===== config.mk =====
export PLATFORM = sky130hd
export DESIGN_NAME = mci_boot_top
export DESIGN_NICKNAME = d
export VERILOG_FILES = /design/src/source/mci_boot_pkg.sv /design/src/source/mci_reg_pkg.sv /design/src/source/mci_boot_seqr.sv /design/src/source/mci_boot_regs.sv /design/src/source/mci_boot_top.sv
export SDC_FILE = /design/constraint.sdc
export NUM_CORES = 1
export LEC_CHECK = 0
export ABC_AREA = 1
export BUFFER_PORTS_ARGS = -buffer_cell sky130_fd_sc_hd__buf_4
export CAP_MARGIN = 20
export CORE_ASPECT_RATIO = 1.1
export CORE_MARGIN = 2
export CORE_UTILIZATION = 35
export DETAILED_ROUTE_END_ITERATION = 7
export SYNTH_ARGS = -nofsm -noshare
export SYNTH_HDL_FRONTEND = slang
export SYNTH_SLANG_ARGS = --single-unit

===== constraint.sdc =====
create_clock -name clk -period 1.8 [get_ports clk]
set_input_delay 0 -clock clk [delete_from_list [all_inputs] [get_ports clk]]
set_output_delay 0 -clock clk [all_outputs]
set_load 0.01 [all_outputs]

===== src/source/mci_boot_pkg.sv =====
`default_nettype none

package mci_boot_pkg;

  ////////////////////////////////////////////////////////////
  // Sequencer sizing
  ////////////////////////////////////////////////////////////

  // Width of the encoded boot state
  localparam int unsigned STATE_W = 4;

  // MCU held in reset for at least 2**MIN_RST_CNT_W cycles
  localparam int unsigned MIN_RST_CNT_W = 4;

  ////////////////////////////////////////////////////////////
  // Boot FSM encoding
  ////////////////////////////////////////////////////////////

  typedef enum logic [STATE_W-1:0] {
    IDLE             = 4'h0,
    OTP_FC           = 4'h1,
    LCC              = 4'h2,
    BREAKPOINT       = 4'h3,
    MCU              = 4'h4,
    WAIT_CPTRA_GO    = 4'h5,
    CPTRA            = 4'h6,
    WAIT_MCU_RST_REQ = 4'h7,
    RST_MCU          = 4'h8,
    // Landing point for any illegal encoding
    UNKNOWN          = 4'hF
  } boot_state_e;

  ////////////////////////////////////////////////////////////
  // Status seen by the register block
  ////////////////////////////////////////////////////////////

  // Field order matches the BOOT_STATUS register layout, LSB last
  typedef struct packed {
    logic        fw_hitless_upd;  // Later MCU reset requests
    logic        fw_boot_upd;     // First MCU reset request
    logic        mcu_reset_once;  // Sticky, MCU has been reset by firmware
    boot_state_e state;
  } boot_status_t;

endpackage

`default_nettype wire


===== src/source/mci_reg_pkg.sv =====
`default_nettype none

package mci_reg_pkg;

  ////////////////////////////////////////////////////////////
  // Bus geometry
  ////////////////////////////////////////////////////////////

  localparam int unsigned REG_AW = 4;
  localparam int unsigned REG_DW = 32;

  // Request beat
  typedef struct packed {
    logic              write;
    logic [REG_AW-1:0] addr;
    logic [REG_DW-1:0] wdata;
  } reg_req_t;

  // Response beat
  typedef struct packed {
    logic [REG_DW-1:0] rdata;
    logic              err;   // Unmapped address
  } reg_rsp_t;

  ////////////////////////////////////////////////////////////
  // Register map
  ////////////////////////////////////////////////////////////

  localparam logic [REG_AW-1:0] ADDR_FW_EXEC_CTRL = 4'h0;
  localparam logic [REG_AW-1:0] ADDR_RESET_REQ    = 4'h4;
  localparam logic [REG_AW-1:0] ADDR_BOOT_STATUS  = 4'h8;

  // FW_EXEC_CTRL fields
  localparam int unsigned FW_EXEC_LOCK_BIT = 0;

  // RESET_REQ fields, write 1 to trigger
  localparam int unsigned RESET_REQ_BIT = 0;

  // BOOT_STATUS fields
  localparam int unsigned STATUS_STATE_LSB      = 0;
  localparam int unsigned STATUS_RESET_ONCE_BIT = 4;
  localparam int unsigned STATUS_BOOT_UPD_BIT   = 5;
  localparam int unsigned STATUS_HITLESS_BIT    = 6;

endpackage

`default_nettype wire


===== src/source/mci_boot_seqr.sv =====
`default_nettype none

module mci_boot_seqr #(
  // Minimum MCU reset time is 2**RST_CNT_W cycles
  parameter int unsigned RST_CNT_W = mci_boot_pkg::MIN_RST_CNT_W
) (
  input  logic                      clk,
  input  logic                      mci_rst_b,

  // SoC handshakes, all asynchronous
  input  logic                      fc_done_i,
  input  logic                      lc_done_i,
  input  logic                      brkpoint_i,
  input  logic                      cptra_boot_go_i,

  // From the register block
  input  logic                      rst_req_i,
  input  logic                      region_lock_i,

  // Init requests, sticky once set
  output logic                      fc_init_o,
  output logic                      lc_init_o,

  // Reset releases
  output logic                      mcu_rst_b_o,
  output logic                      cptra_rst_b_o,

  output mci_boot_pkg::boot_status_t status_o
);

  // Inputs that cross into the local clock domain
  typedef struct packed {
    logic fc_done;
    logic lc_done;
    logic brkpoint;
    logic cptra_boot_go;
  } sync_t;

  sync_t sync_meta;
  sync_t sync_q;

  mci_boot_pkg::boot_state_e state_q;
  mci_boot_pkg::boot_state_e state_d;
  mci_boot_pkg::boot_state_e prev_q;

  logic fc_init_q;
  logic fc_init_d;
  logic lc_init_q;
  logic lc_init_d;
  logic mcu_rst_b_q;
  logic mcu_rst_b_d;
  logic cptra_rst_b_q;
  logic cptra_rst_b_d;

  // Reset reason flags
  logic reset_once_q;
  logic reset_once_d;
  logic boot_upd_q;
  logic boot_upd_d;
  logic hitless_upd_q;
  logic hitless_upd_d;

  // Minimum reset timer
  logic [RST_CNT_W-1:0] rst_cnt_q;
  logic [RST_CNT_W-1:0] rst_cnt_d;
  logic                 rst_elapsed_q;
  logic                 rst_elapsed_d;

  ////////////////////////////////////////////////////////////
  // Synchronizers
  ////////////////////////////////////////////////////////////

  // Two flop stages per input
  always_ff @(posedge clk or negedge mci_rst_b) begin
    if (!mci_rst_b) begin
      sync_meta <= '0;
      sync_q    <= '0;
    end else begin
      sync_meta.fc_done       <= fc_done_i;
      sync_meta.lc_done       <= lc_done_i;
      sync_meta.brkpoint      <= brkpoint_i;
      sync_meta.cptra_boot_go <= cptra_boot_go_i;
      sync_q                  <= sync_meta;
    end
  end

  ////////////////////////////////////////////////////////////
  // Boot FSM
  ////////////////////////////////////////////////////////////

  always_ff @(posedge clk or negedge mci_rst_b) begin
    if (!mci_rst_b) begin
      state_q       <= mci_boot_pkg::IDLE;
      prev_q        <= mci_boot_pkg::IDLE;
      fc_init_q     <= 1'b0;
      lc_init_q     <= 1'b0;
      mcu_rst_b_q   <= 1'b0;
      cptra_rst_b_q <= 1'b0;
      reset_once_q  <= 1'b0;
      boot_upd_q    <= 1'b0;
      hitless_upd_q <= 1'b0;
      rst_cnt_q     <= '0;
      rst_elapsed_q <= 1'b0;
    end else begin
      state_q       <= state_d;
      // Remember where we came from on every real transition
      if (state_d != state_q) begin
        prev_q <= state_q;
      end
      fc_init_q     <= fc_init_d;
      lc_init_q     <= lc_init_d;
      mcu_rst_b_q   <= mcu_rst_b_d;
      cptra_rst_b_q <= cptra_rst_b_d;
      reset_once_q  <= reset_once_d;
      boot_upd_q    <= boot_upd_d;
      hitless_upd_q <= hitless_upd_d;
      rst_cnt_q     <= rst_cnt_d;
      rst_elapsed_q <= rst_elapsed_d;
    end
  end

  always_comb begin
    state_d       = state_q;
    fc_init_d     = fc_init_q;
    lc_init_d     = lc_init_q;
    mcu_rst_b_d   = mcu_rst_b_q;
    cptra_rst_b_d = cptra_rst_b_q;
    reset_once_d  = reset_once_q;
    boot_upd_d    = boot_upd_q;
    hitless_upd_d = hitless_upd_q;
    case (state_q)
      // Only entered through mci_rst_b
      mci_boot_pkg::IDLE: begin
        state_d = mci_boot_pkg::OTP_FC;
      end
      mci_boot_pkg::OTP_FC: begin
        fc_init_d = 1'b1;
        if (sync_q.fc_done) begin
          state_d = mci_boot_pkg::LCC;
        end
      end
      mci_boot_pkg::LCC: begin
        lc_init_d = 1'b1;
        if (sync_q.lc_done) begin
          state_d = mci_boot_pkg::BREAKPOINT;
        end
      end
      // Debug hold before MCU release
      mci_boot_pkg::BREAKPOINT: begin
        if (!sync_q.brkpoint) begin
          state_d = mci_boot_pkg::MCU;
        end
      end
      mci_boot_pkg::MCU: begin
        mcu_rst_b_d = 1'b1;
        // After a firmware reset, skip the wait for boot-go
        if (prev_q == mci_boot_pkg::RST_MCU) begin
          state_d = mci_boot_pkg::WAIT_MCU_RST_REQ;
        end else begin
          state_d = mci_boot_pkg::WAIT_CPTRA_GO;
        end
      end
      mci_boot_pkg::WAIT_CPTRA_GO: begin
        if (sync_q.cptra_boot_go) begin
          state_d = mci_boot_pkg::CPTRA;
        end
      end
      mci_boot_pkg::CPTRA: begin
        cptra_rst_b_d = 1'b1;
        state_d       = mci_boot_pkg::WAIT_MCU_RST_REQ;
      end
      mci_boot_pkg::WAIT_MCU_RST_REQ: begin
        if (rst_req_i) begin
          state_d       = mci_boot_pkg::RST_MCU;
          // First request is a boot update, the rest are hitless
          boot_upd_d    = !reset_once_q;
          hitless_upd_d = reset_once_q;
        end
      end
      mci_boot_pkg::RST_MCU: begin
        mcu_rst_b_d  = 1'b0;
        reset_once_d = 1'b1;
        // Release once held long enough and the new image is locked
        if (rst_elapsed_q && region_lock_i) begin
          state_d = mci_boot_pkg::MCU;
        end
      end
      default: begin
        state_d = mci_boot_pkg::UNKNOWN;
      end
    endcase
  end

  ////////////////////////////////////////////////////////////
  // Minimum MCU reset timer
  ////////////////////////////////////////////////////////////

  always_comb begin
    rst_cnt_d     = rst_cnt_q;
    rst_elapsed_d = rst_elapsed_q;
    // Restart on entry to RST_MCU
    if (state_d == mci_boot_pkg::RST_MCU && state_q != mci_boot_pkg::RST_MCU) begin
      rst_cnt_d     = '0;
      rst_elapsed_d = 1'b0;
    end else if (state_q == mci_boot_pkg::RST_MCU) begin
      // Saturate at all ones, flag on the following cycle
      if (rst_cnt_q != '1) begin
        rst_cnt_d = rst_cnt_q + RST_CNT_W'(1);
      end else begin
        rst_elapsed_d = 1'b1;
      end
    end
  end

  // Outputs
  assign fc_init_o     = fc_init_q;
  assign lc_init_o     = lc_init_q;
  assign mcu_rst_b_o   = mcu_rst_b_q;
  assign cptra_rst_b_o = cptra_rst_b_q;

  assign status_o.state          = state_q;
  assign status_o.mcu_reset_once = reset_once_q;
  assign status_o.fw_boot_upd    = boot_upd_q;
  assign status_o.fw_hitless_upd = hitless_upd_q;

  ////////////////////////////////////////////////////////////
  // Assertions
  ////////////////////////////////////////////////////////////

  // FSM never drops into an illegal encoding
  a_state_legal: assert property (@(posedge clk) disable iff (!mci_rst_b)
    !$isunknown(state_q) && state_q != mci_boot_pkg::UNKNOWN)
    else $error("boot FSM in illegal state");

  // Core released only behind the MCU on first boot
  a_cptra_after_mcu: assert property (@(posedge clk) disable iff (!mci_rst_b)
    $rose(cptra_rst_b_q) |-> mcu_rst_b_q && !reset_once_q)
    else $error("cptra_rst_b rose while MCU in reset");

  // Reset reason is one or the other
  a_reason_onehot: assert property (@(posedge clk) disable iff (!mci_rst_b)
    !(boot_upd_q && hitless_upd_q))
    else $error("boot and hitless update flags both set");

endmodule

`default_nettype wire


===== src/source/mci_boot_regs.sv =====
`default_nettype none

module mci_boot_regs (
  input  logic                       clk,
  input  logic                       mci_rst_b,

  // Request channel
  input  logic                       req_valid_i,
  input  mci_reg_pkg::reg_req_t      req_i,
  output logic                       req_ready_o,

  // Response channel
  output logic                       rsp_valid_o,
  output mci_reg_pkg::reg_rsp_t      rsp_o,
  input  logic                       rsp_ready_i,

  // Sequencer side
  input  mci_boot_pkg::boot_status_t status_i,
  output logic                       region_lock_o,
  output logic                       rst_req_o
);

  logic req_fire;
  logic rsp_fire;

  logic req_ready_q;
  logic rsp_valid_q;

  mci_reg_pkg::reg_rsp_t rsp_d;
  mci_reg_pkg::reg_rsp_t rsp_q;

  logic region_lock_q;
  logic rst_req_q;

  // Handshakes
  assign req_fire = req_valid_i && req_ready_q;
  assign rsp_fire = rsp_valid_q && rsp_ready_i;

  ////////////////////////////////////////////////////////////
  // Handshake control
  ////////////////////////////////////////////////////////////

  // One outstanding request, ready returns once the response is taken
  always_ff @(posedge clk or negedge mci_rst_b) begin
    if (!mci_rst_b) begin
      req_ready_q <= 1'b0;
      rsp_valid_q <= 1'b0;
    end else begin
      req_ready_q <= !req_fire && (!rsp_valid_q || rsp_fire);
      if (req_fire) begin
        rsp_valid_q <= 1'b1;
      end else if (rsp_fire) begin
        rsp_valid_q <= 1'b0;
      end
    end
  end

  ////////////////////////////////////////////////////////////
  // Read decode
  ////////////////////////////////////////////////////////////

  always_comb begin
    rsp_d = '0;
    case (req_i.addr)
      mci_reg_pkg::ADDR_FW_EXEC_CTRL: begin
        rsp_d.rdata[mci_reg_pkg::FW_EXEC_LOCK_BIT] = region_lock_q;
      end
      // Trigger register, always reads zero
      mci_reg_pkg::ADDR_RESET_REQ: begin
        rsp_d.rdata = '0;
      end
      mci_reg_pkg::ADDR_BOOT_STATUS: begin
        rsp_d.rdata[mci_reg_pkg::STATUS_STATE_LSB +: mci_boot_pkg::STATE_W] = status_i.state;
        rsp_d.rdata[mci_reg_pkg::STATUS_RESET_ONCE_BIT] = status_i.mcu_reset_once;
        rsp_d.rdata[mci_reg_pkg::STATUS_BOOT_UPD_BIT]   = status_i.fw_boot_upd;
        rsp_d.rdata[mci_reg_pkg::STATUS_HITLESS_BIT]    = status_i.fw_hitless_upd;
      end
      default: begin
        rsp_d.err = 1'b1;
      end
    endcase
    // Writes return no data
    if (req_i.write) begin
      rsp_d.rdata = '0;
    end
  end

  // Response held under back-pressure
  always_ff @(posedge clk) begin
    if (req_fire) begin
      rsp_q <= rsp_d;
    end
  end

  ////////////////////////////////////////////////////////////
  // Control registers
  ////////////////////////////////////////////////////////////

  always_ff @(posedge clk or negedge mci_rst_b) begin
    if (!mci_rst_b) begin
      region_lock_q <= 1'b0;
      rst_req_q     <= 1'b0;
    end else begin
      if (req_fire && req_i.write && req_i.addr == mci_reg_pkg::ADDR_FW_EXEC_CTRL) begin
        region_lock_q <= req_i.wdata[mci_reg_pkg::FW_EXEC_LOCK_BIT];
      end
      // Single cycle pulse, accepts never come back to back
      rst_req_q <= req_fire && req_i.write &&
                   req_i.addr == mci_reg_pkg::ADDR_RESET_REQ &&
                   req_i.wdata[mci_reg_pkg::RESET_REQ_BIT];
    end
  end

  // Outputs
  assign req_ready_o   = req_ready_q;
  assign rsp_valid_o   = rsp_valid_q;
  assign rsp_o         = rsp_q;
  assign region_lock_o = region_lock_q;
  assign rst_req_o     = rst_req_q;

  ////////////////////////////////////////////////////////////
  // Assertions
  ////////////////////////////////////////////////////////////

  // Stalled response keeps its payload
  a_rsp_stable: assert property (@(posedge clk) disable iff (!mci_rst_b)
    rsp_valid_o && !rsp_ready_i |=> rsp_valid_o && $stable(rsp_o))
    else $error("response changed under back-pressure");

  // Sequencer sees each request exactly once
  a_rst_req_pulse: assert property (@(posedge clk) disable iff (!mci_rst_b)
    rst_req_o |=> !rst_req_o)
    else $error("rst_req held longer than one cycle");

endmodule

`default_nettype wire


===== src/source/mci_boot_top.sv =====
`default_nettype none

module mci_boot_top (
  input  logic                  clk,
  input  logic                  mci_rst_b,

  // Register bus
  input  logic                  req_valid_i,
  input  mci_reg_pkg::reg_req_t req_i,
  output logic                  req_ready_o,
  output logic                  rsp_valid_o,
  output mci_reg_pkg::reg_rsp_t rsp_o,
  input  logic                  rsp_ready_i,

  // Fuse and lifecycle controllers
  output logic                  fc_init_o,
  input  logic                  fc_done_i,
  output logic                  lc_init_o,
  input  logic                  lc_done_i,

  // Debug hold and core boot request
  input  logic                  brkpoint_i,
  input  logic                  cptra_boot_go_i,

  // Reset releases
  output logic                  mcu_rst_b_o,
  output logic                  cptra_rst_b_o
);

  // Register block to sequencer
  logic region_lock;
  logic rst_req;

  // Sequencer to register block
  mci_boot_pkg::boot_status_t status;

  ////////////////////////////////////////////////////////////
  // Register block
  ////////////////////////////////////////////////////////////

  mci_boot_regs regs0 (
    .clk           (clk),
    .mci_rst_b     (mci_rst_b),
    .req_valid_i   (req_valid_i),
    .req_i         (req_i),
    .req_ready_o   (req_ready_o),
    .rsp_valid_o   (rsp_valid_o),
    .rsp_o         (rsp_o),
    .rsp_ready_i   (rsp_ready_i),
    .status_i      (status),
    .region_lock_o (region_lock),
    .rst_req_o     (rst_req)
  );

  ////////////////////////////////////////////////////////////
  // Boot sequencer
  ////////////////////////////////////////////////////////////

  mci_boot_seqr #(
    .RST_CNT_W (mci_boot_pkg::MIN_RST_CNT_W)
  ) seqr0 (
    .clk             (clk),
    .mci_rst_b       (mci_rst_b),
    .fc_done_i       (fc_done_i),
    .lc_done_i       (lc_done_i),
    .brkpoint_i      (brkpoint_i),
    .cptra_boot_go_i (cptra_boot_go_i),
    .rst_req_i       (rst_req),
    .region_lock_i   (region_lock),
    .fc_init_o       (fc_init_o),
    .lc_init_o       (lc_init_o),
    .mcu_rst_b_o     (mcu_rst_b_o),
    .cptra_rst_b_o   (cptra_rst_b_o),
    .status_o        (status)
  );

endmodule

`default_nettype wire


==> key figures, run 1 <==
Status
  – Outcome: completed

Critical path
  – Setup Crit Path Kind: flop to flop
  – Top delay family on crit path: buffers and inverters
  – Buf+Inv Stages, Crit Path: 2
  – Critical path, cell by cell: nand2_1 -> clkinvlp_4 -> nand3_1 -> nor2_1 -> nand2_1 -> dlygate4sd3_1 -> nand2_1
  – CP dominant cell by count: nand2_1
  – Critical path peak fanout: 10
  – Crit end category: flop
  – Req. time, crit path: 1.98 ns
  – CP arrival: 1.87 ns
  – CP Launch Type: flop
  – Critical path's slowest cell: dlygate4sd3_1
  – Critical Path Max Stage Delay: about 0.54 ns

Cells and area
  – Nets: just under 300
  – Number of diodes: 0
  – Post-route cell area: 2350 µm²
  – Share of cells above drive strength 1: 25.5%
  – Synth-to-Final Area Change: 21.6%
  – Non-Filler Instances: 322

Synthesis
  – Synthesized instance count: 203
  – Mux share of post-synthesis cell area: 0%
  – Synth Cell Area: 1930 µm²
  – Sequential share of the synthesized area: a little over half
  – Synth Register Bits: 40
  – Synth Warn #: 0
  – Area contributors post-synth: dfrtp_1 (42%), edfxtp_1 (12%), buf_4 (9.7%), nand2_1 (6.8%), nor2_1 (4.5%)
  – Largest family of logic cells by synthesized area: simple AND/OR/NAND/NOR gates
  – Ys flop type: dfrtp_1
  – Synth cell types: 28
  – Leading area contributor after synthesis: dfrtp_1
  – Synthesized area per cell: 9.50 µm²
  – Post-synth EDFFs: 8
  – Synth Area in XOR/XNOR: 0.454%
  – Simple-Gate Fraction of Synth Area: 25.7%
  – Yosys top cell area share: 41.5%
  – Asr flop ratio synth: roughly 80%
  – Top cells by count, synth: nand2_1 (35), dfrtp_1 (32), buf_4 (25), nor2_1 (23), inv_1 (16)
  – Synth Area in Compound Gates: under 10%
  – Synth Area in Adders: 0.649%
  – Most numerous cell in the Yosys netlist: nand2_1

Timing
  – Peak Freq: 593 MHz
  – Setup violators final: 0
  – Hold Fails Final Rpt: 0
  – Final Max Slew Viols: 0
  – Final period utilization: a little over nine tenths
  – Clock Skew: ~0.0074 ns
  – Post-layout min period: 1.69 ns

Floorplan
  – Die ar.: 6120 µm²
  – Io pins: between 80 and 90
  – Initial Util: 36.0%
  – Core area: 5360 µm²
  – Die Ht: 81.9 µm
  – Die X: 74.8 µm
  – Site row count: 28

GRT
  – First-pass GRT wire length: between 5000 and 6000 µm
  – Initial antenna violation count: 0
  – Total grt overflow: 0
  – Vias in the first global route: 1165
  – GRT Total Usage: between 10% and 20%
  – Largest net degree at the start of global routing: 33

Clock tree
  – Reg clk slew, reported paths: 0.08 ns
  – CTS tree: yes
  – CTS Buf Count: 5
  – Clk Latency, worst-skew pair: 0.29 ns
  – # clock sinks: 40
  – Clk root buf: clkbuf_8
  – CTS H-Tree Depth: 2
  – Max clock buf depth: 2

Power
  – Combinational power share: 34.5%
  – Power consumption: approximately 3 mW
  – Cell-internal power: 1.84 mW
  – Pwr dens: 1260 nW/µm²
  – Switching pwr: 1.11 mW
  – Lkg Pwr: 1.11 nW
  – Clock share of power: approximately a quarter
  – Sw Share: 37.5%
  – Flop pwr share: 40.9%
  – VDD IR-drop max: 0.629 mV

Placed design
  – RD Place Congestion: 0.768
  – DP Cell Count: 305
  – Dpl hpwl: between 2000 and 2500 µm
  – Placed Area: 2140 µm²
  – Port Buffers: 27

Drt
  – Vias post-DR: 1345
  – TritonRoute pass-1 iters: 4
  – Routed WL: ~3200 µm
  – Initial drt markers: 80
  – Detail Route Antenna Nets: 0
  – Wirelength per Cell: 9.95 µm
  – DR vias/cell: 4.18
  – Post-route DRC violation count: 0

Hold path
  – Hold crit path type: input pin to flop

Run
  – Max_cap viols: 0
## worst reg2reg max path: cells and delay by family, from the launching register on
family	cells	cell delay, ns
buffers and inverters	2	0.75
AND/OR/NAND/NOR	5	0.44
flip-flops	1	0.38
## power groups by stage
stage | logic, mW | clock network [mW] | registers [mW]
2_1_floorplan | 0.780 | 0 | 1.21
3_3_place_gp | 0.998 | 0 | 1.22
3_5_place_dp | 0.999 | 0 | 1.22
4_1_cts | 1.02 | 0.749 | 1.20
5_1_grt | 1.15 | 0.795 | 1.23
6_report | 1.02 | 0.726 | 1.20
## final timing paths
kind                                    start                   to  slack (ns)  depth (start not counted)
setup / recovery            regs0.req_ready_o  regs0.region_lock_o        0.11                          7
hold / removal                      req_i[36]       regs0.rsp_o[1]        0.02                          2
setup reg to reg            regs0.req_ready_o  regs0.region_lock_o        0.11                          7
hold reg to reg            seqr0.sync_meta[0]      seqr0.sync_q[0]        0.34                          0
max in group asynchronous           mci_rst_b   seqr0.rst_cnt_q[3]        1.33                          2
min in group asynchronous           mci_rst_b      seqr0.prev_q[1]        0.18                          2
## what timing repair did
item                                    4_1_cts  5_1_grt
endpoints found under the hold margin        40        0
endpoints found under the setup margin        0        5
gates resized for setup                       0        2
hold buffers                                  9        0
setup buffers                                 0        0
## routing by layer
| layer | wire length (µm) | GRT usage (%) | vias up |
|---|---|---|---|
| met5 | 0 | 0 | - |
| met4 | 38 | 3.75 | 0 |
| met3 | 175 | 3.44 | 5 |
| met2 | 1490 | 17.9 | 40 |
| met1 | 1500 | 14.9 | 611 |
| li1 | - | - | 689 |
## sequential cells by signal, summed over array words and instances, names as in the netlist
name and cells:
regs0.region_lock_o 1, seqr0.sync_q 4, regs0.rst_req_o 1, seqr0.boot_upd_q 1
seqr0.state_q 4, seqr0.mcu_rst_b_o 1, seqr0.reset_once_q 1, seqr0.rst_elapsed_q 1
regs0.rsp_o 8, regs0.rsp_valid_o 1, seqr0.rst_cnt_q 4, seqr0.cptra_rst_b_o 1
seqr0.lc_init_o 1, seqr0.fc_init_o 1, regs0.req_ready_o 1, seqr0.hitless_upd_q 1
seqr0.prev_q 4, seqr0.sync_meta 4
## cell families after synthesis
family / Yosys count
buffers and inverters: 46
xor gates and xnor gates: 1
other: 1
adders and majority gates: 1
AOI/OAI and AO/OA: 16
DFF: 40
and+or+nand+nor: 98
## layout by cell type (no fill, tap or decap), types with 2 or more instances in the layout
cell	n
nand2_1	35
dfrtp_1	32
buf_4	28
conb_1	25
nor2_1	23
inv_1	15
nand3_1	11
dlygate4sd3_1	9
edfxtp_1	8
nand2_2	7
o21ai_0	5
clkbuf_8	5
inv_2	4
nor2_4	4
nor2_2	4
nand3b_1	4
a21oi_1	4
nand4_1	4
nand3_2	3
o21bai_1	3
clkinv_2	2
clkinvlp_4	2
## per-stage QoR
stage / TNS (ns) / setup WS (ns) / utilization (%) / hold slack (ns)
4_1_cts: 0 / 0.121 / 43.6 / 0.0208
3_3_place_gp: 0 / 0.156 / 39.8 / -0.0354
3_5_place_dp: 0 / 0.167 / 39.8 / -0.0341
6_report: 0 / 0.114 / 43.8 / 0.0241
5_1_grt: -0.0147 / -0.0115 / 43.8 / 0.0175
2_1_floorplan: 0 / 0.312 / - / -0.296
## area by class of cell
cell class | instances | area [µm²]
Timing Repair Buffer | 37 | 300
Multi-Input combinational cell | 141 | 716
Tap cell | 75 | 93.8
Sequential cell | 40 | 1040
Clock inverter | 3 | 42.5
Fill cell | 532 | 3010
Inverter | 21 | 83.8
Clock buffer | 5 | 68.8
Note: power is estimated with default switching activity, not from simulation.
==> run 2, diff against run 1 <==
--- a/config.mk
+++ b/config.mk
@@ -6,12 +6,13 @@
 export NUM_CORES = 1
 export LEC_CHECK = 0
 export ABC_AREA = 1
-export BUFFER_PORTS_ARGS = -buffer_cell sky130_fd_sc_hd__buf_4
 export CAP_MARGIN = 20
 export CORE_ASPECT_RATIO = 1.1
 export CORE_MARGIN = 2
 export CORE_UTILIZATION = 35
 export DETAILED_ROUTE_END_ITERATION = 7
+export DONT_BUFFER_PORTS = 1
+export PLACE_DENSITY = 0.47
 export SYNTH_ARGS = -nofsm -noshare
 export SYNTH_HDL_FRONTEND = slang
 export SYNTH_SLANG_ARGS = --single-unit
==> key figures, run 2 (synthesis results as in run 1) <==
Status
  – Outcome: completed (unchanged)

GRT
  – Largest net degree at the start of global routing: 33 (unchanged)
  – Total grt overflow: 0 (unchanged)
  – GRT Total Usage: 12.8% (was 11.4%)
  – Vias in the first global route: 1243 (was 1165)
  – First-pass GRT wire length: 5780 µm (was 5220 µm)
  – Initial antenna violation count: 0 (unchanged)

Clock tree
  – Post-CTS setup buffers: 0 (unchanged)
  – Clk Latency, worst-skew pair: 0.29 ns (about the same)
  – Max clock buf depth: 2 (unchanged)
  – Reg clk slew, reported paths: 0.08 ns (about the same)
  – CTS tree: yes (unchanged)
  – # clock sinks: 40 (unchanged)
  – CTS H-Tree Depth: 2 (unchanged)
  – CTS Buf Count: 5 (unchanged)
  – Clk root buf: clkbuf_8 (unchanged)

Timing
  – Hold Fails Final Rpt: 0 (unchanged)
  – Final Max Slew Viols: 0 (unchanged)
  – RSZ-0062 raised after global routing: false
  – Final worst setup slack: 0.135 ns (was 0.114 ns)
  – Hold_ws: 0.0215 ns (was 0.0241 ns)
  – Post-layout min period: 1.67 ns (was 1.69 ns)
  – Peak Freq: 600 MHz (was 593 MHz)
  – TNS Setup: 0 ns (unchanged)
  – Setup violators final: 0 (unchanged)
  – Clock Skew: 0.00750 ns (was 0.00741 ns)
  – Final period utilization: 92.5% (was 93.7%)

Critical path
  – Reg2reg end: regs0.rst_req_o (was regs0.region_lock_o)
  – CP arrival: 1.85 ns (was 1.87 ns)
  – Req. time, crit path: 1.98 ns (about the same)
  – Internal reg-to-reg setup slack: 0.13 ns (was 0.11 ns)
  – Crit end category: flop (unchanged)
  – Critical path peak fanout: 10 (unchanged)
  – Setup Crit Path Kind: flop to flop (unchanged)
  – CP Launch Type: flop (unchanged)
  – R2r worst-path depth: 5 (was 7)
  – RR Startpoint: regs0.req_ready_o (unchanged)

Cells and area
  – Non-Filler Instances: 299 (was 322)
  – Number of fill cells: 559 (was 532)
  – Number of diodes: 0 (unchanged)
  – Nets: 269 (was 292)
  – Commonest cells after routing, fill and taps aside: nand2_1 (35), dfrtp_1 (28), conb_1 (25) (was nand2_1 (35), dfrtp_1 (32), buf_4 (28))
  – Synth-to-Final Area Change: 14.3% (was 21.6%)
  – Share of cells above drive strength 1: 18.8% (was 25.5%)
  – Max reg flops: 8 (unchanged)
  – Commonest non-fill, non-tap cell in the layout: nand2_1 (unchanged)

Power
  – Power consumption: 2.95 mW (about the same)
  – Clock share of power: 25.0% (was 24.6%)
  – Combinational power share: 33.3% (was 34.5%)
  – Cell-internal power: 1.82 mW (was 1.84 mW)
  – Switching pwr: 1.14 mW (was 1.11 mW)
  – Sw Share: 38.5% (was 37.5%)
  – Pwr dens: 1340 nW/µm² (was 1260 nW/µm²)
  – Flop pwr share: 41.8% (was 40.9%)
  – VDD IR-drop max: 0.536 mV (was 0.629 mV)
  – Lkg Pwr: 1.01 nW (was 1.11 nW)

Placed design
  – RD Place Congestion: 0.734 (was 0.768)
  – Port Buffers: 0 (was 27)
  – Place WS: 0.121 ns (was 0.167 ns)
  – Dpl hpwl: 2460 µm (was 2310 µm)
  – DP Cell Count: 278 (was 305)

Hold path
  – Hold path depth: 3 (was 2)
  – Hold Startpoint: req_i[34] (was req_i[36])
  – Hold crit path type: input pin to flop (unchanged)
  – Min-Delay Endpoint: regs0.rsp_o[1] (unchanged)

Floorplan
  – Die ar.: 6120 µm² (unchanged)
  – Die X: 74.8 µm (unchanged)
  – Initial Util: 36.0% (unchanged)
  – Io pins: 84 (unchanged)
  – Core area: 5360 µm² (unchanged)
  – Die Ht: 81.9 µm (unchanged)
  – Site row count: 28 (unchanged)

Drt
  – Vias post-DR: 1289 (was 1345)
  – TritonRoute pass-1 iters: 4 (unchanged)
  – Detail Route Antenna Nets: 0 (unchanged)
  – Routed WL: 3440 µm (was 3200 µm)
  – Wirelength per Cell: 11.5 µm (was 9.95 µm)
  – DR vias/cell: 4.31 (was 4.18)
  – Post-route DRC violation count: 0 (unchanged)
  – Initial drt markers: 38 (was 80)

Run
  – Max_cap viols: 0 (unchanged)
## run 2: cell types whose count changed in the layout (fill, tap and decap cells not counted)
cell / change
dlygate4sd3_1: +3
nor2_4: +1
buf_4: -27
dfrtp_2: +4
dfrtp_1: -4
buf_12: +1
nor2_1: -1
## run 2: per-layer routing
layer	part of all wire [%]	wire length, µm	track usage (%)	vias to the layer above
met2	48	1670	21.2	36
met4	1.4	49	5.36	0
met5	0	0	0	-
met3	4.7	162	3.80	4
met1	45	1560	15.4	608
li1	-	-	-	641
## run 2: power groups by stage
stage                     logic [mW]  clock network (mW)  registers (mW)
after floorplan                0.780                   0            1.21
after global placement         0.913                   0            1.24
after detailed placement       0.916                   0            1.24
after CTS                      0.960               0.760            1.22
after global routing            1.13               0.794            1.26
final                          0.982               0.737            1.23
## run 2: worst max-delay path, stage by stage (launching register included)
cell and delay [ns]:
dfrtp_1 0.42, nand2_1 0.12, clkinvlp_4 0.21, nand3_1 0.19, nor2_1 0.06, dlygate4sd3_1 0.55
## run 2: how the worst max path moves through the flow
stage                      startpoint               to  slack, ns  depth (start not counted)
finish              regs0.req_ready_o  regs0.rst_req_o       0.13                          5
floorplan            seqr0.state_q[0]  seqr0.prev_q[3]       0.31                         10
global route         seqr0.state_q[0]  seqr0.prev_q[1]      0.004                         10
CTS                 regs0.req_ready_o  regs0.rst_req_o       0.11                          5
detailed placement   seqr0.state_q[3]  seqr0.prev_q[1]       0.12                         10
global placement     seqr0.state_q[3]  seqr0.prev_q[0]       0.13                         10
## run 2: final cells by class
class / instances / area (µm²) / share of cell area [%]
Tap cell: 75 / 93.8 / 4.25
Inverter: 21 / 83.8 / 3.80
Timing Repair Buffer: 14 / 148 / 6.69
Clock inverter: 3 / 42.5 / 1.93
Sequential cell: 40 / 1050 / 47.4
Clock buffer: 5 / 68.8 / 3.12
Multi-Input combinational cell: 141 / 723 / 32.8
## run 2: what timing repair did
| action | 4_1_cts | 5_1_grt |
|---|---|---|
| gates resized for setup | 0 | 8 |
| endpoints found under the setup margin | 0 | 5 |
| hold buffers | 13 | 0 |
| endpoints found under the hold margin | 42 | 0 |
## run 2: stage by stage
stage | util (%) | cell area [µm²]
5_1_grt | 41.2 | 2210
2_1_floorplan | - | 2020
6_report | 41.2 | 2210
3_5_place_dp | 36.1 | 1930
4_1_cts | 40.8 | 2180
3_3_place_gp | 36.1 | 1930
==> run 3, diff against run 2 <==
--- a/config.mk
+++ b/config.mk
@@ -5,7 +5,6 @@
 export SDC_FILE = /design/constraint.sdc
 export NUM_CORES = 1
 export LEC_CHECK = 0
-export ABC_AREA = 1
 export CAP_MARGIN = 20
 export CORE_ASPECT_RATIO = 1.1
 export CORE_MARGIN = 2
==> key figures, run 3 <==
Status
  – Outcome: finished with violations (was completed)
  – Failing checks: negative setup slack

Power
  – VDD IR-drop max: 0.644 mV (was 0.536 mV)
  – Pwr dens: 1190 nW/µm² (was 1340 nW/µm²)
  – Lkg Pwr: 1.09 nW (was 1.01 nW)

Floorplan
  – Initial Util: 35.9% (was 36.0%)
  – Core area: 5360 µm² (unchanged)
  – Die X: 74.7 µm (was 74.8 µm)
  – Die ar.: 6120 µm² (about the same)
  – Io pins: 84 (unchanged)
  – Die Ht: 81.8 µm (was 81.9 µm)
  – Site row count: 28 (unchanged)

Synthesis
  – Synthesized area per cell: 11.3 µm² (was 9.50 µm²)
  – Synth cell types: 45 (was 28)
  – Synth Area in XOR/XNOR: 0.909% (was 0.454%)
  – Synthesized instance count: 170 (was 203)
  – Yosys top cell area share: 41.6% (was 41.5%)
  – Leading area contributor after synthesis: dfrtp_1 (unchanged)
  – Area contributors post-synth: dfrtp_1 (42%), edfxtp_1 (12%), buf_4 (10%), a21oi_1 (2.3%), nand2_1 (2.1%) (was dfrtp_1 (42%), edfxtp_1 (12%), buf_4 (9.7%), nand2_1 (6.8%), nor2_1 (4.5%))
  – Mux share of post-synthesis cell area: 4.68% (was 0%)
  – Post-synth EDFFs: 8 (unchanged)
  – Largest family of logic cells by synthesized area: simple AND/OR/NAND/NOR gates (unchanged)
  – Top cells by count, synth: dfrtp_1 (32), buf_4 (26), nand2_1 (11), a21oi_1 (9), edfxtp_1 (8) (was nand2_1 (35), dfrtp_1 (32), buf_4 (25), nor2_1 (23), inv_1 (16))
  – Synth Cell Area: 1930 µm² (about the same)
  – Most numerous cell in the Yosys netlist: dfrtp_1 (was nand2_1)
  – Synth Area in Compound Gates: 10.1% (was 5.12%)
  – Sequential share of the synthesized area: 54.0% (about the same)
  – Simple-Gate Fraction of Synth Area: 15.8% (was 25.7%)
  – Synth Warn #: 0 (unchanged)
  – Synth Register Bits: 40 (unchanged)
  – Synth Area in Adders: 0.649% (about the same)
  – Asr flop ratio synth: 80.0% (unchanged)
  – Ys flop type: dfrtp_1 (unchanged)

Timing
  – Final worst setup slack: -0.191 ns (was 0.135 ns)
  – Clock Skew: 0.00834 ns (was 0.00750 ns)
  – Final period utilization: 111% (was 92.5%)
  – Final Max Slew Viols: 0 (unchanged)
  – TNS Setup: -0.630 ns (was 0 ns)
  – Setup violators final: 4 (was 0)
  – Hold Fails Final Rpt: 0 (unchanged)
  – Peak Freq: 502 MHz (was 600 MHz)
  – RSZ-0062 raised after global routing: true (was false)
  – Post-layout min period: 1.99 ns (was 1.67 ns)

Hold path
  – Min-Delay Endpoint: regs0.rsp_o[1] (unchanged)
  – Hold crit path type: input pin to flop (unchanged)
  – Hold Startpoint: req_i[35] (was req_i[34])
  – Hold path depth: 2 (was 3)

Critical path
  – Critical path's slowest cell: dfrtp_2 (was dlygate4sd3_1)
  – Reg2reg end: seqr0.prev_q[0] (was regs0.rst_req_o)
  – Req. time, crit path: 1.97 ns (was 1.98 ns)
  – Crit end category: flop (unchanged)
  – Critical path, cell by cell: buf_6 -> nand3b_1 -> a21oi_1 -> nor4b_2 -> mux2i_2 -> nor2_2 -> mux2_4 (was nand2_1 -> clkinvlp_4 -> nand3_1 -> nor2_1 -> dlygate4sd3_1)
  – Critical Path Max Stage Delay: 0.48 ns (was 0.55 ns)
  – CP Launch Type: flop (unchanged)
  – Internal reg-to-reg setup slack: -0.19 ns (was 0.13 ns)
  – Critical path peak fanout: 8 (was 10)
  – R2r worst-path depth: 7 (was 5)
  – RR Startpoint: seqr0.state_q[1] (was regs0.req_ready_o)
  – CP arrival: 2.17 ns (was 1.85 ns)
  – Setup Crit Path Kind: flop to flop (unchanged)

Clock tree
  – Max clock buf depth: 2 (unchanged)
  – Reg clk slew, reported paths: 0.07 ns (was 0.08 ns)
  – # clock sinks: 40 (unchanged)
  – CTS Buf Count: 5 (unchanged)
  – Clk Latency, worst-skew pair: 0.29 ns (about the same)
  – Clk root buf: clkbuf_8 (unchanged)
  – CTS tree: yes (unchanged)
  – CTS H-Tree Depth: 2 (unchanged)

Cells and area
  – Commonest cells after routing, fill and taps aside: dfrtp_1 (29), buf_4 (27), conb_1 (25) (was nand2_1 (35), dfrtp_1 (28), conb_1 (25))
  – Nets: 259 (was 269)
  – Non-Filler Instances: 289 (was 299)
  – Max reg flops: 8 (unchanged)
  – Synth-to-Final Area Change: 27.3% (was 14.3%)
  – Final core occ: 45.8% (was 41.2%)
  – Number of diodes: 0 (unchanged)
  – Commonest non-fill, non-tap cell in the layout: dfrtp_1 (was nand2_1)
  – Post-route cell area: 2450 µm² (was 2210 µm²)
  – Share of cells above drive strength 1: 29.0% (was 18.8%)

Placed design
  – RD Place Congestion: 0.740 (was 0.734)
  – Placed Area: 2050 µm² (was 1930 µm²)
  – Dpl hpwl: 2540 µm (was 2460 µm)
  – DP Cell Count: 259 (was 278)
  – Port Buffers: 0 (unchanged)

Drt
  – TritonRoute pass-1 iters: 4 (unchanged)
  – Vias post-DR: 1300 (was 1289)
  – Wirelength per Cell: 13.4 µm (was 11.5 µm)
  – Routed WL: 3870 µm (was 3440 µm)
  – Detail Route Antenna Nets: 0 (unchanged)
  – Initial drt markers: 37 (was 38)
  – DR vias/cell: 4.50 (was 4.31)
  – Post-route DRC violation count: 0 (unchanged)

GRT
  – First-pass GRT wire length: 6160 µm (was 5780 µm)
  – Initial antenna violation count: 0 (unchanged)
  – GRT Total Usage: 13.7% (was 12.8%)
  – Largest net degree at the start of global routing: 33 (unchanged)
  – Total grt overflow: 0 (unchanged)
  – Vias in the first global route: 1240 (was 1243)

Run
  – Max_cap viols: 0 (unchanged)
-- run 3: cell types whose count changed in the layout (fill, tap and decap cells not counted), moves of 6 or more --
cell     previous run  this run
buf_4               1        27
nand2_1            35        10
nor2_1             22         4
inv_1              15         6
and2_1              0         6
nand2_2             7         1
-- run 3: worst max path at each step --
stage	startpoint	to	slack [ns]	cells past startpoint
after floorplan	seqr0.state_q[2]	seqr0.prev_q[0]	-0.15	8
after global placement	seqr0.state_q[2]	seqr0.prev_q[0]	-0.19	6
after detailed placement	seqr0.state_q[2]	seqr0.prev_q[0]	-0.26	6
after CTS	seqr0.state_q[0]	seqr0.prev_q[0]	-0.15	6
after global routing	seqr0.state_q[2]	seqr0.prev_q[0]	-0.29	7
final	seqr0.state_q[1]	seqr0.prev_q[0]	-0.19	7
-- run 3: kinds of logic (layout without fill, tap and decap cells) --
| logic type | count (synthesis) | after routing |
|---|---|---|
| simple gates | 52 | 52 |
| xor+xnor | 2 | 2 |
| compound gates | 27 | 27 |
| fa+ha+maj | 1 | 1 |
| other cells | 1 | 25 |
| flops | 40 | 40 |
| mux | 8 | 8 |
| buf+inv | 39 | 59 |
-- run 3: critical path, delay by kind of cell (launching register included) --
kind            cells  cell delay [ns]
simple gates        3             0.66
flops               1             0.48
mux                 2             0.46
buf+inv             1             0.16
compound gates      1             0.11
-- run 3: timing repair --
action / 4_1_cts / 5_1_grt
hold buffers: 14 / 0
resized for setup: 15 / 6
setup endpoints to repair: 4 / 4
pin swaps: 9 / 6
endpoints found under the hold margin: 42 / 0
setup buffers: 8 / 1
-- run 3: per-stage QoR --
step / total power [mW] / hold WS [ns] / setup slack [ns]
after floorplan: 1.74 / -0.296 / -0.154
after global placement: 1.92 / -0.295 / -0.192
after detailed placement: 1.94 / -0.295 / -0.262
after CTS: 2.86 / 0.0592 / -0.149
after global routing: 3.07 / 0.0713 / -0.287
final: 2.92 / 0.0678 / -0.191
-- run 3: routing by layer --
metal	track usage, %	share of wire (%)	vias up
met5	0	0	-
met2	22.8	51	43
met4	4.29	1.4	0
li1	-	-	627
met3	3.93	4.8	7
met1	17.0	43	623
-- run 3: final cells by class --
type	count	area (µm²)
clock inverter	3	37.5
inverter	6	22.5
clock buffer	5	68.8
timing repair buffer	45	398
multi-input combinational	115	787
tap	75	93.8
sequential	40	1040
fill	517	2910
-- run 3: report_power, final --
part | total, mW | internal [mW] | switching (mW)
sequential | 1.15 | 1.03 | 0.126
combinational | 1.06 | 0.591 | 0.466
clock | 0.706 | 0.404 | 0.302
total | 2.92 | 2.02 | 0.894
